<file path="src/ssb_macros.svh">
// sizing constants for the sparse sample buffer
// sample, buffer depth and output word widths
`ifndef SSB_MACROS_SVH
`define SSB_MACROS_SVH

// one raw adc sample
`define SSB_SAMPLE_WIDTH 16

// entries in the data buffer, one sample each
`define SSB_DATA_DEPTH 64

// entries in the timestamp buffer, one per pulse
`define SSB_TS_DEPTH 16

// packet word width on the output port
`define SSB_OUT_WIDTH 32

// address width of the data buffer, also the data_index field of a timestamp
`define SSB_INDEX_WIDTH 6

`endif
</file>
<file path="src/ssb_pkg.sv">
// shared types: controller states, command opcodes, timestamp word layout
`default_nettype none
`include "ssb_macros.svh"

package ssb_pkg;

  typedef enum logic [0:0] {
    cmd_start = 1'b0, // arm capture, clears both buffers
    cmd_stop  = 1'b1  // end capture and start readout
  } cmd_e;

  typedef enum logic [1:0] {
    idle      = 2'd0,
    capture   = 2'd1,
    read_ts   = 2'd2, // timestamp packet
    read_data = 2'd3  // packed sample packet
  } state_e;

  // one word per pulse start, sample_time in the upper bits
  typedef struct packed {
    logic [`SSB_OUT_WIDTH-`SSB_INDEX_WIDTH-1:0] sample_time; // valid samples since start
    logic [`SSB_INDEX_WIDTH-1:0]                data_index;  // address of first stored sample
  } timestamp_t;

endpackage

`default_nettype wire

</file>
<file path="src/ssb_stream_if.sv">
// valid/ready stream with last, used for every datapath link
`default_nettype none
`include "ssb_macros.svh"

interface ssb_stream_if #(
  parameter int WIDTH = `SSB_SAMPLE_WIDTH
) ();

  logic [WIDTH-1:0] data;
  logic             valid;
  logic             ready; // left unused on the discriminator links
  logic             last;  // marks the final beat of a packet

  modport source (
    output data, valid, last,
    input  ready
  );

  modport sink (
    input  data, valid, last,
    output ready
  );

  modport monitor (
    input data, valid, ready, last
  );

endinterface

`default_nettype wire

</file>
<file path="src/sparse_sample_buffer.sv">
// top level: discriminator, data and timestamp buffers, packer and controller
`default_nettype none
`include "ssb_macros.svh"

module sparse_sample_buffer (
  input  logic                         clk,
  input  logic                         reset,
  input  logic [`SSB_SAMPLE_WIDTH-1:0] sample_in,
  input  logic                         sample_valid,   // realtime, never stalled
  input  logic [`SSB_SAMPLE_WIDTH-1:0] threshold_low,
  input  logic [`SSB_SAMPLE_WIDTH-1:0] threshold_high,
  input  logic                         config_valid,
  input  ssb_pkg::cmd_e                cmd,
  input  logic                         cmd_valid,
  output logic                         cmd_ready,
  output logic [`SSB_OUT_WIDTH-1:0]    out_data,
  output logic                         out_valid,
  input  logic                         out_ready,
  output logic                         out_last
);

  localparam int TS_WIDTH = $bits(ssb_pkg::timestamp_t);

  logic clear, capture_en;
  logic ts_read_en, data_read_en;
  logic ts_full, data_full;
  logic ts_empty, data_empty;

  ssb_stream_if #(.WIDTH(`SSB_SAMPLE_WIDTH)) disc_data_s ();
  ssb_stream_if #(.WIDTH(TS_WIDTH))          disc_ts_s ();
  ssb_stream_if #(.WIDTH(TS_WIDTH))          ts_rd_s ();
  ssb_stream_if #(.WIDTH(`SSB_SAMPLE_WIDTH)) data_rd_s ();
  ssb_stream_if #(.WIDTH(`SSB_OUT_WIDTH))    pack_s ();

  sample_discriminator disc_i (
    .clk, .reset, .clear,
    .sample_in, .sample_valid,
    .threshold_low, .threshold_high, .config_valid,
    .capture_en,
    .ts_full,
    .data_out (disc_data_s),
    .ts_out   (disc_ts_s)
  );

  sample_buffer #(.WIDTH(`SSB_SAMPLE_WIDTH), .DEPTH(`SSB_DATA_DEPTH)) data_buffer_i (
    .clk, .reset, .clear, .capture_en,
    .read_en (data_read_en),
    .wr      (disc_data_s),
    .rd      (data_rd_s),
    .full    (data_full),
    .empty   (data_empty)
  );

  sample_buffer #(.WIDTH(TS_WIDTH), .DEPTH(`SSB_TS_DEPTH)) ts_buffer_i (
    .clk, .reset, .clear, .capture_en,
    .read_en (ts_read_en),
    .wr      (disc_ts_s),
    .rd      (ts_rd_s),
    .full    (ts_full),
    .empty   (ts_empty)
  );

  // data samples go out two per word
  sample_packer packer_i (
    .clk, .reset,
    .in  (data_rd_s),
    .out (pack_s)
  );

  capture_control control_i (
    .clk, .reset,
    .cmd, .cmd_valid, .cmd_ready,
    .ts_full, .data_full, .ts_empty, .data_empty,
    .clear, .capture_en, .ts_read_en, .data_read_en,
    .ts_rd   (ts_rd_s),
    .pack_rd (pack_s),
    .out_data, .out_valid, .out_last, .out_ready
  );

endmodule

`default_nettype wire

</file>
<file path="src/capture_control.sv">
// command FSM with start/stop, stop on a full buffer and section skip on an empty buffer
// and routing of the timestamp then data packet to the output port
`default_nettype none
`include "ssb_macros.svh"

module capture_control (
  input  logic                      clk,
  input  logic                      reset,
  input  ssb_pkg::cmd_e             cmd,
  input  logic                      cmd_valid,
  output logic                      cmd_ready,
  input  logic                      ts_full,
  input  logic                      data_full,
  input  logic                      ts_empty,
  input  logic                      data_empty,
  output logic                      clear,
  output logic                      capture_en,
  output logic                      ts_read_en,
  output logic                      data_read_en,
  ssb_stream_if.sink                ts_rd,
  ssb_stream_if.sink                pack_rd,
  output logic [`SSB_OUT_WIDTH-1:0] out_data,
  output logic                      out_valid,
  output logic                      out_last,
  input  logic                      out_ready
);

  ssb_pkg::state_e state, state_next;
  ssb_pkg::state_e after_capture; // first non-empty section, or idle
  logic            cmd_fire;
  logic            stop_now;

  assign cmd_ready = (state == ssb_pkg::idle) || (state == ssb_pkg::capture);
  assign cmd_fire  = cmd_valid && cmd_ready; // mismatched opcodes are swallowed

  assign clear    = cmd_fire && (state == ssb_pkg::idle) && (cmd == ssb_pkg::cmd_start);
  assign stop_now = (cmd_fire && (cmd == ssb_pkg::cmd_stop)) || ts_full || data_full;

  // full on either side freezes both buffers in the same cycle
  assign capture_en   = (state == ssb_pkg::capture) && !ts_full && !data_full;
  assign ts_read_en   = (state == ssb_pkg::read_ts);
  assign data_read_en = (state == ssb_pkg::read_data);

  always_comb begin
    if (!ts_empty)        after_capture = ssb_pkg::read_ts;
    else if (!data_empty) after_capture = ssb_pkg::read_data;
    else                  after_capture = ssb_pkg::idle;
  end

  always_comb begin
    state_next = state;
    case (state)
      ssb_pkg::idle:    if (clear) state_next = ssb_pkg::capture;
      ssb_pkg::capture: if (stop_now) state_next = after_capture;
      ssb_pkg::read_ts: begin
        if (ts_rd.valid && ts_rd.ready && ts_rd.last) begin
          state_next = data_empty ? ssb_pkg::idle : ssb_pkg::read_data;
        end
      end
      ssb_pkg::read_data: begin
        if (pack_rd.valid && pack_rd.ready && pack_rd.last) state_next = ssb_pkg::idle;
      end
      default: state_next = ssb_pkg::idle;
    endcase
  end

  always_ff @(posedge clk) begin
    if (reset) state <= ssb_pkg::idle;
    else       state <= state_next;
  end

  // only the selected stream sees ready
  assign ts_rd.ready   = (state == ssb_pkg::read_ts) && out_ready;
  assign pack_rd.ready = (state == ssb_pkg::read_data) && out_ready;

  always_comb begin
    case (state)
      ssb_pkg::read_ts: begin
        out_data  = ts_rd.data;
        out_valid = ts_rd.valid;
        out_last  = ts_rd.last;
      end
      ssb_pkg::read_data: begin
        out_data  = pack_rd.data;
        out_valid = pack_rd.valid;
        out_last  = pack_rd.last;
      end
      default: begin
        out_data  = pack_rd.data; // don't care while valid is low
        out_valid = 1'b0;
        out_last  = 1'b0;
      end
    endcase
  end

endmodule

`default_nettype wire

</file>
<file path="src/sample_packer.sv">
// packs two samples into one output word with the first sample in the low half
// a last on the low half goes out with a zero high half
`default_nettype none
`include "ssb_macros.svh"

module sample_packer (
  input  logic         clk,
  input  logic         reset,
  ssb_stream_if.sink   in,
  ssb_stream_if.source out
);

  logic [`SSB_SAMPLE_WIDTH-1:0] low_half; // first sample of the pair
  logic                         have_low;
  logic                         in_fire;

  // accept input only when the output register can take a new word
  assign in.ready = !out.valid || out.ready;
  assign in_fire  = in.valid && in.ready;

  always_ff @(posedge clk) begin
    if (reset) begin
      have_low  <= 1'b0;
      out.valid <= 1'b0;
      out.last  <= 1'b0;
    end else begin
      if (out.ready) begin
        out.valid <= 1'b0; // word taken
        out.last  <= 1'b0;
      end
      if (in_fire) begin
        if (!have_low && !in.last) begin
          have_low <= 1'b1;
        end else begin
          have_low  <= 1'b0;
          out.valid <= 1'b1;
          out.last  <= in.last;
        end
      end
    end
  end

  always_ff @(posedge clk) begin
    if (in_fire) begin
      if (!have_low) begin
        low_half <= in.data;
        out.data <= {{`SSB_SAMPLE_WIDTH{1'b0}}, in.data}; // odd tail gets a zero high half
      end else begin
        out.data <= {in.data, low_half};
      end
    end
  end

endmodule

`default_nettype wire

</file>
<file path="src/sample_buffer.sv">
// capture memory: gated write port, full/empty flags and a registered
// readout stream from entry 0 up to the write pointer
`default_nettype none

module sample_buffer #(
  parameter int WIDTH = 16,
  parameter int DEPTH = 64
) (
  input  logic        clk,
  input  logic        reset,
  input  logic        clear,
  input  logic        capture_en,
  input  logic        read_en,
  ssb_stream_if.sink  wr,
  ssb_stream_if.source rd,
  output logic        full,
  output logic        empty
);

  localparam int PTR_W = $clog2(DEPTH);

  logic [WIDTH-1:0] mem [DEPTH];
  logic [PTR_W:0]   wr_ptr; // one extra bit so full is distinct from empty
  logic [PTR_W:0]   rd_ptr;
  logic             wr_fire;
  logic             rd_fetch;

  assign full  = (wr_ptr == (PTR_W+1)'(DEPTH));
  assign empty = (wr_ptr == '0);

  // ready is informational only, the discriminator never waits
  assign wr.ready = capture_en && !full;
  assign wr_fire  = wr.valid && wr.ready;

  // fetch the next entry when the output register is free or draining
  assign rd_fetch = read_en && (rd_ptr != wr_ptr) && (!rd.valid || rd.ready);

  always_ff @(posedge clk) begin
    if (wr_fire) mem[wr_ptr[PTR_W-1:0]] <= wr.data;
  end

  always_ff @(posedge clk) begin
    if (rd_fetch) rd.data <= mem[rd_ptr[PTR_W-1:0]]; // 1 cycle read latency
  end

  always_ff @(posedge clk) begin
    if (reset || clear) begin
      wr_ptr   <= '0;
      rd_ptr   <= '0;
      rd.valid <= 1'b0;
      rd.last  <= 1'b0;
    end else begin
      if (wr_fire) wr_ptr <= wr_ptr + 1'b1;
      if (rd_fetch) begin
        rd_ptr   <= rd_ptr + 1'b1;
        rd.valid <= 1'b1;
        rd.last  <= (rd_ptr + 1'b1 == wr_ptr); // final stored entry
      end else if (rd.ready) begin
        // transfer with nothing behind it
        rd.valid <= 1'b0;
        rd.last  <= 1'b0;
      end
    end
  end

endmodule

`default_nettype wire

</file>
<file path="src/sample_discriminator.sv">
// hysteresis pulse detector, emits stored samples and one timestamp per pulse start
// every output is registered once
`default_nettype none
`include "ssb_macros.svh"

module sample_discriminator (
  input  logic                         clk,
  input  logic                         reset,
  input  logic                         clear,
  input  logic [`SSB_SAMPLE_WIDTH-1:0] sample_in,
  input  logic                         sample_valid,
  input  logic [`SSB_SAMPLE_WIDTH-1:0] threshold_low,
  input  logic [`SSB_SAMPLE_WIDTH-1:0] threshold_high,
  input  logic                         config_valid,
  input  logic                         capture_en,
  input  logic                         ts_full,
  ssb_stream_if.source                 data_out,
  ssb_stream_if.source                 ts_out
);

  localparam int TIME_WIDTH = `SSB_OUT_WIDTH - `SSB_INDEX_WIDTH;

  logic [`SSB_SAMPLE_WIDTH-1:0] thr_low, thr_high;
  logic                         pulse_high;   // inside a pulse
  logic [TIME_WIDTH-1:0]        sample_time;
  logic [`SSB_INDEX_WIDTH-1:0]  data_index;   // next free data address
  logic                         take;         // valid sample during capture
  logic                         start_pulse;
  logic                         keep_sample;
  ssb_pkg::timestamp_t          ts_word;

  // thresholds follow the config port whenever it is valid
  always_ff @(posedge clk) begin
    if (config_valid) begin
      thr_low  <= threshold_low;
      thr_high <= threshold_high;
    end
  end

  always_comb begin
    take        = capture_en && sample_valid;
    start_pulse = !pulse_high && (sample_in > thr_high); // must clear the high level
    // inside a pulse only the low level matters
    keep_sample = start_pulse || (pulse_high && (sample_in >= thr_low));
    ts_word.sample_time = sample_time;
    ts_word.data_index  = data_index;
  end

  always_ff @(posedge clk) begin
    if (reset || clear) begin
      pulse_high     <= 1'b0;
      sample_time    <= '0;
      data_index     <= '0;
      data_out.valid <= 1'b0;
      ts_out.valid   <= 1'b0;
    end else begin
      data_out.valid <= take && keep_sample;
      ts_out.valid   <= take && start_pulse && !ts_full; // dropped once the ts buffer is full
      if (take) begin
        sample_time <= sample_time + 1'b1;
        if (keep_sample) data_index <= data_index + 1'b1;
        if (start_pulse) begin
          pulse_high <= 1'b1;
        end else if (pulse_high && (sample_in < thr_low)) begin
          pulse_high <= 1'b0; // falling below low ends the pulse, sample not kept
        end
      end
    end
  end

  // payload follows every cycle, only valid qualifies it
  always_ff @(posedge clk) begin
    data_out.data <= sample_in;
    ts_out.data   <= ts_word;
  end

  assign data_out.last = 1'b0; // capture writes are not packetized
  assign ts_out.last   = 1'b0;

endmodule

`default_nettype wire

</file>
<file path="config.mk">
export PLATFORM = sky130hd
export DESIGN_NAME = sparse_sample_buffer
export DESIGN_NICKNAME = d
export VERILOG_FILES = /design/src/ssb_pkg.sv /design/src/ssb_stream_if.sv /design/src/sparse_sample_buffer.sv /design/src/capture_control.sv /design/src/sample_packer.sv /design/src/sample_buffer.sv /design/src/sample_discriminator.sv
export VERILOG_INCLUDE_DIRS = /design/src
export SDC_FILE = /design/constraint.sdc
export NUM_CORES = 2
export LEC_CHECK = 0
export ABC_AREA = 1
export BUFFER_PORTS_ARGS = -buffer_cell sky130_fd_sc_hd__buf_4
export CELL_PAD_IN_SITES_DETAIL_PLACEMENT = 0
export CELL_PAD_IN_SITES_GLOBAL_PLACEMENT = 2
export CORE_MARGIN = 2
export CORE_UTILIZATION = 30
export CTS_CLUSTER_DIAMETER = 150
export DETAILED_ROUTE_END_ITERATION = 8
export PLACE_DENSITY_LB_ADDON = 0.1
export SYNTH_ARGS = -nofsm -noshare
export SYNTH_HDL_FRONTEND = slang
export SYNTH_SLANG_ARGS = --single-unit
</file>
<file path="constraint.sdc">
create_clock -name clk -period 8.4 [get_ports clk]
set_clock_uncertainty 0.05 [all_clocks]
set_input_delay 1.26 -clock clk [delete_from_list [all_inputs] [get_ports clk]]
set_output_delay 1.26 -clock clk [all_outputs]
set_load 0.01 [all_outputs]
</file>
* Word level (Yosys, flattened, before mapping)
Memory sizes are Yosys's and may differ from the RTL's. A register that Yosys moved wholly into a read port is not among the register bits.
Cells that the tools add are included.
Widths: inputs -> output; s select.
** Word-level totals
- Flip-flop bits (word level) :: 196
- Memory bits (writable) :: 1536
- Output and inout bits :: 35
- Memories kept :: 2
** Cells by class
- $add $sub $neg :: 6
- $lt $le $gt $ge :: 3
- Equal/unequal tests :: 13
- Mux-type cells :: 30
- Bitwise logic cells :: 2
- Reductions and logical operators :: 55
** Memory list
- data_buffer_i.mem :: depth 64, bits a word 16, read ports 1, clocked after Yosys merged registers in 1, wr ports 1, RTL line sample_buffer.sv:22 : logic [WIDTH-1:0] mem [DEPTH];
- ts_buffer_i.mem :: depth 16, bits a word 32, read ports 1, clocked after Yosys merged registers in 1, wr ports 1, RTL line sample_buffer.sv:22
** Operators with widths (count)
- $mux 32 :: 1
- $logic_and 1x1->1 :: 29
- $add 26x1->26 const B :: 1
- $mux 1 :: 19
- $ge 16x16->1 :: 1
- $gt 16x16->1 :: 1
- $lt 16x16->1 :: 1
- $mux 16 :: 1
- $add 7x1->7 const B :: 2
- $mux 2 :: 6
- $add 5x1->5 const B :: 2
- $logic_not 1->1 :: 8
- $logic_or 1x1->1 :: 8
- $pmux 2 s4 :: 1
- $eq 7x7->1 :: 1
- $eq 7x7->1 const B :: 1
- $logic_not 7->1 :: 1
- $ne 7x7->1 :: 1
- $add 6x1->6 const B :: 1
- $ne 2x1->1 const B :: 3
- $reduce_and 2->1 :: 3
- $reduce_bool 2->1 :: 3
- $eq 5x5->1 :: 1
- $eq 5x5->1 const B :: 1
- other kinds (9) :: 12

* Longest topological paths before layout
- Depth in word-level cells :: 8
- Gate-level depth with buffers :: 17
- Depth with buffers taken out :: 17

* Hierarchy
Synthesis repeated with hierarchy kept, for this count alone.
** Second synthesis, totals
- Cell total of the unflattened synthesis :: 5997
- Area total of the unflattened synthesis :: 71840.2 µm²
** Modules (own cells, without submodules)
- sample_buffer at data_buffer_i :: instances 1, cells each 3689, area each 43067.6 µm²
- sample_buffer at ts_buffer_i :: instances 1, cells each 1547, area each 21622.0 µm²
- sample_discriminator :: instances 1, cells each 461, area each 4569.4 µm²
- sample_packer :: instances 1, cells each 154, area each 1961.9 µm²
- capture_control :: instances 1, cells each 146, area each 619.3 µm²

* Worst setup path after synthesis
No wires, ideal clock.
- Kind :: input-to-reg
- Start point :: input port out_ready
- End point :: register packer_i.low_half[0], enable pin
- Library setup time :: 389 ps
- Arrival :: 3880 ps
- Data required time :: 7961 ps
- Path slack :: 4081 ps
- Stages :: 6
- Path through :: nand2_1 nand2_1 inv_1 nor2_1 inv_1 nor2_1
** On the way
- Word-level cells in the longest chain between the ends :: 4
** RTL lines
- from (decl) :: RTL line sparse_sample_buffer.sv:18 : input logic out_ready,
- $logic_and 1x1->1 :: RTL line capture_control.sv:74 : assign pack_rd.ready = (state == ssb_pkg::read_data) && out_ready;
- $logic_or 1x1->1 :: RTL line sample_packer.sv:18 : assign in.ready = !out.valid || out.ready;
- $logic_and 1x1->1 :: RTL line sample_packer.sv:19 : assign in_fire = in.valid && in.ready;
- net packer_i.in_fire :: RTL line sample_packer.sv:15 : logic in_fire;
- $reduce_and 2->1 (no source line)
- to (signal assigned) :: RTL line sample_packer.sv:46 : low_half <= in.data;
- to (decl) :: RTL line sample_packer.sv:13 : logic [`SSB_SAMPLE_WIDTH-1:0] low_half;
The timed path passes the listed nets, and every way through them passes these cells.
A chain may end at the register's enable or synchronous reset.

* Worst setup path in the final report
- Start point :: register control_i.state[1]
- End point :: output port out_data[1]
** On the way
- Word-level cells in the longest chain between the ends :: 2
** RTL lines
- from (decl) :: RTL line capture_control.sv:28 : ssb_pkg::state_e state, state_next;
- from (signal assigned) :: RTL line capture_control.sv:68 : if (reset) state <= ssb_pkg::idle;
- from (signal assigned) :: RTL line capture_control.sv:69 : else state <= state_next;
- $eq 2x2->1 :: RTL line capture_control.sv:77 : case (state)
- $mux 32 :: RTL line capture_control.sv:77
- to (decl) :: RTL line sparse_sample_buffer.sv:16 : output logic [`SSB_OUT_WIDTH-1:0] out_data,
Every way passes these cells.

==> out/metrics.cfg <==
[place]
dp_slack_ps=4413
portBuffers=89
gp_congestion=0.7465
dp_hpwl_um=128900

[clock_tree]
cts_buffers=205
cts_resized=0
cts_tree=done
hold_buffers=0
clock-root-buffer=clkbuf_16
clock_sinks=1780
h-tree-depth=4
cts_setup_buffers=0
clk_pin_slew_ps=60
insertion_delay_ps=850
cts_buffer_depth=3

[drt]
drt_wl_total_um=238500
vias_per_cell=4.972
detailedRoute.firstPassIterationCount=7
drtAntennaViolNets=0
routedWlPerCell_um=26.91
drc=0
vias=44070
drt_iter0_drc=3435

[final_layout]
multiInputGateArea_um2=16220
syn_to_final_growth_pct=15.30
fill_cells=23060
fin_nets=5645
drive_above_1_share_pct=10.25
seqCellArea_um2=52340
layout.cells.most_common=edfxtp_1
layout_common_cells=edfxtp_1 (1,664), nor2_1 (870), o21ai_0 (717)

[timing]
max_freq_mhz=224.0
period_minus_slack_ps=4465
final.period_utilization_pct=53.15
final_hold_viol_count=0
maxSlewViolCount=0
maxSlewHeadroom_pct=18.96
whs_ps=321.6
rsz0062_at_grt=false
worst_slack_ps=3935
fin_setup_tns_ps=0
setup_viol=0
worst_pin_slew_ps=1211

[synthesis]
async_flop_share_pct=0
yosysWarningCount=0
syn_area_um2=70430
avgSynthCellArea_um2=12.90
ys.flop_type=edfxtp_1
yosys_register_bits=1780
synth_nets=5555
synth_cells=5458
ys_seq_area_share_pct=74.24
synth_edf_count=1664
ys_types=46

[critical_path]
crit_top_cell=buf_4
cp-end-kind=output pin
path_max_fanout=36
cp_slowest_cell=buf_4
crit_type=flip-flop to output pin
critPathMaxStageDelay_ps=520
required_ps=7090
path_cells=inv_1 -> nor2_4 -> buf_4 -> clkinv_1 -> buf_4 -> nand2_1 -> nand2_1 -> buf_4
arrival_ps=3150
start_kind=flip-flop

[global_routing]
antenna_found_initial=10
grt_pass1_wl_um=336100
grt_pass1_vias=43710
grt_max_degree=164
gr-total-overflow=0
grt_util_all_layers_pct=19.77

[floorplanning]
die_area_um2=238700
die_x_um=488.5
rows=177
die_y_um=488.5
initial_core_util_pct=30.23
pin_count=90
core-area_um2=233000

[job]
drv_cap=0

[power_and_ir_drop]
peakVddDrop_mv=0.2149
p_leak_nw=26.79
power.density_nw_per_um2=227.2

[status]
status=finished, final reports clean

[worst_hold_path]
hold_class=flip-flop to flip-flop

-- flip-flops by register name, indices dropped and copies added (netlist names), 5 cells and up --
| signal | flops |
|---|---|
| data_buffer_i.mem | 1024 |
| data_buffer_i.rd.data | 16 |
| data_buffer_i.rd_ptr | 7 |
| data_buffer_i.wr_ptr | 7 |
| disc_i.data_index | 6 |
| disc_i.data_out.data | 16 |
| disc_i.sample_time | 26 |
| disc_i.thr_high | 16 |
| disc_i.thr_low | 16 |
| disc_i.ts_out.data | 32 |
| packer_i.low_half | 16 |
| packer_i.out.data | 32 |
| ts_buffer_i.mem | 512 |
| ts_buffer_i.rd.data | 32 |
| ts_buffer_i.rd_ptr | 5 |
| ts_buffer_i.wr_ptr | 5 |
-- critical path, delay by kind of cell, from the launching register on --
family / cells / cell delay [ps]
buffers and inverters: 5 / 1480
AND/OR/NAND/NOR: 3 / 420
flip-flops: 1 / 370
-- where the power goes --
| part | switching (mW) | internal, mW | leakage, nW |
|---|---|---|---|
| Combinational | 0.178 | 0.0511 | 7.76 |
| Sequential | 0.0285 | 9.66 | 15.9 |
| Clock | 3.70 | 4.82 | 3.08 |
-- logic make-up (layout without fill, tap and decap cells) --
family | count (synthesis) | in the layout | synth area share [%]
other cells | 0 | 4 | 0
compound gates | 1328 | 1328 | 10.72
xor+xnor | 30 | 30 | 0.3837
buf+inv | 484 | 753 | 3.082
simple gates | 1697 | 1697 | 9.445
fa+ha+maj | 42 | 42 | 0.7461
mux | 97 | 97 | 1.379
flops | 1780 | 1780 | 74.24
-- layer usage --
| metal | vias to the layer above | track usage [%] | part of all wire (%) | wire, um |
|---|---|---|---|---|
| met3 | 303 | 2.772 | 3.6 | 8614 |
| met1 | 22630 | 26.12 | 45 | 106300 |
| met2 | 878 | 33.88 | 49 | 117500 |
| li1 | 20250 | - | - | - |
| met5 | - | 0.7757 | 0.12 | 275 |
| met4 | 4 | 5.142 | 2.4 | 5823 |
-- through the flow --
step / instances / utilization, % / power (mW) / instance area [um2]
after floorplan: 5458 / - / 9.965 / 70430
after global placement: 8473 / 32.12 / 10.12 / 74840
after detailed placement: 8473 / 32.12 / 10.12 / 74840
after CTS: 8859 / 34.85 / 18.69 / 81200
after global routing: 8861 / 34.86 / 19.04 / 81210
final: 8863 / 34.86 / 18.45 / 81210
-- final timing paths --
| path | slack (ps) | depth (start not counted) | end | from |
|---|---|---|---|---|
| max | 3940 | 8 | out_data[1] | control_i.state[1] |
| min | 320 | 0 | disc_i.ts_out.data[6] | disc_i.sample_time[0] |
| max reg2reg | 4560 | 8 | data_buffer_i.rd.data[1] | data_buffer_i.rd_ptr[0] |
| min reg2reg | 320 | 0 | disc_i.ts_out.data[6] | disc_i.sample_time[0] |
-- synth_stat cells, types with 2 or more instances --
cell type	instances	area, um2
edfxtp_1	1664	49970
nor2_1	909	3412
o21ai_0	717	3588
nand2_1	621	2331
o22ai_1	261	1633
clkbuf_1	198	743.2
inv_1	129	484.2
dfxtp_1	116	2322
a21oi_1	106	530.5
nand3_1	103	515.5
mux2i_1	97	970.9
o221ai_1	97	849.6
buf_2	88	440.4
o21ai_1	77	385.4
ha_1	42	525.5
o211ai_1	29	217.7
nor3_1	28	140.1
o32ai_1	28	245.2
buf_1	18	67.56
buf_4	18	135.1
nand4_1	18	112.6
xor2_1	18	157.7
buf_6	17	191.4
xnor2_1	11	96.34
clkinv_1	7	26.28
a211oi_1	5	37.54
inv_2	4	15.01
nor3b_1	4	30.03
nor2_2	3	18.77
nor3_2	3	30.03
and3_1	2	12.51
buf_12	2	40.04
nand3_2	2	20.02
nor4_1	2	12.51
o21a_1	2	15.01
o31ai_1	2	15.01
-- cell type report --
type	instances	share of cell area [%]
antenna	4	0.01233
clock buffer	289	6.830
clock inverter	97	1.003
inverter	140	0.6779
multi-input combinational	3194	19.97
sequential	1780	64.45
tap	3132	4.825
timing repair buffer	227	2.237
(Power assumes the default switching activity.)
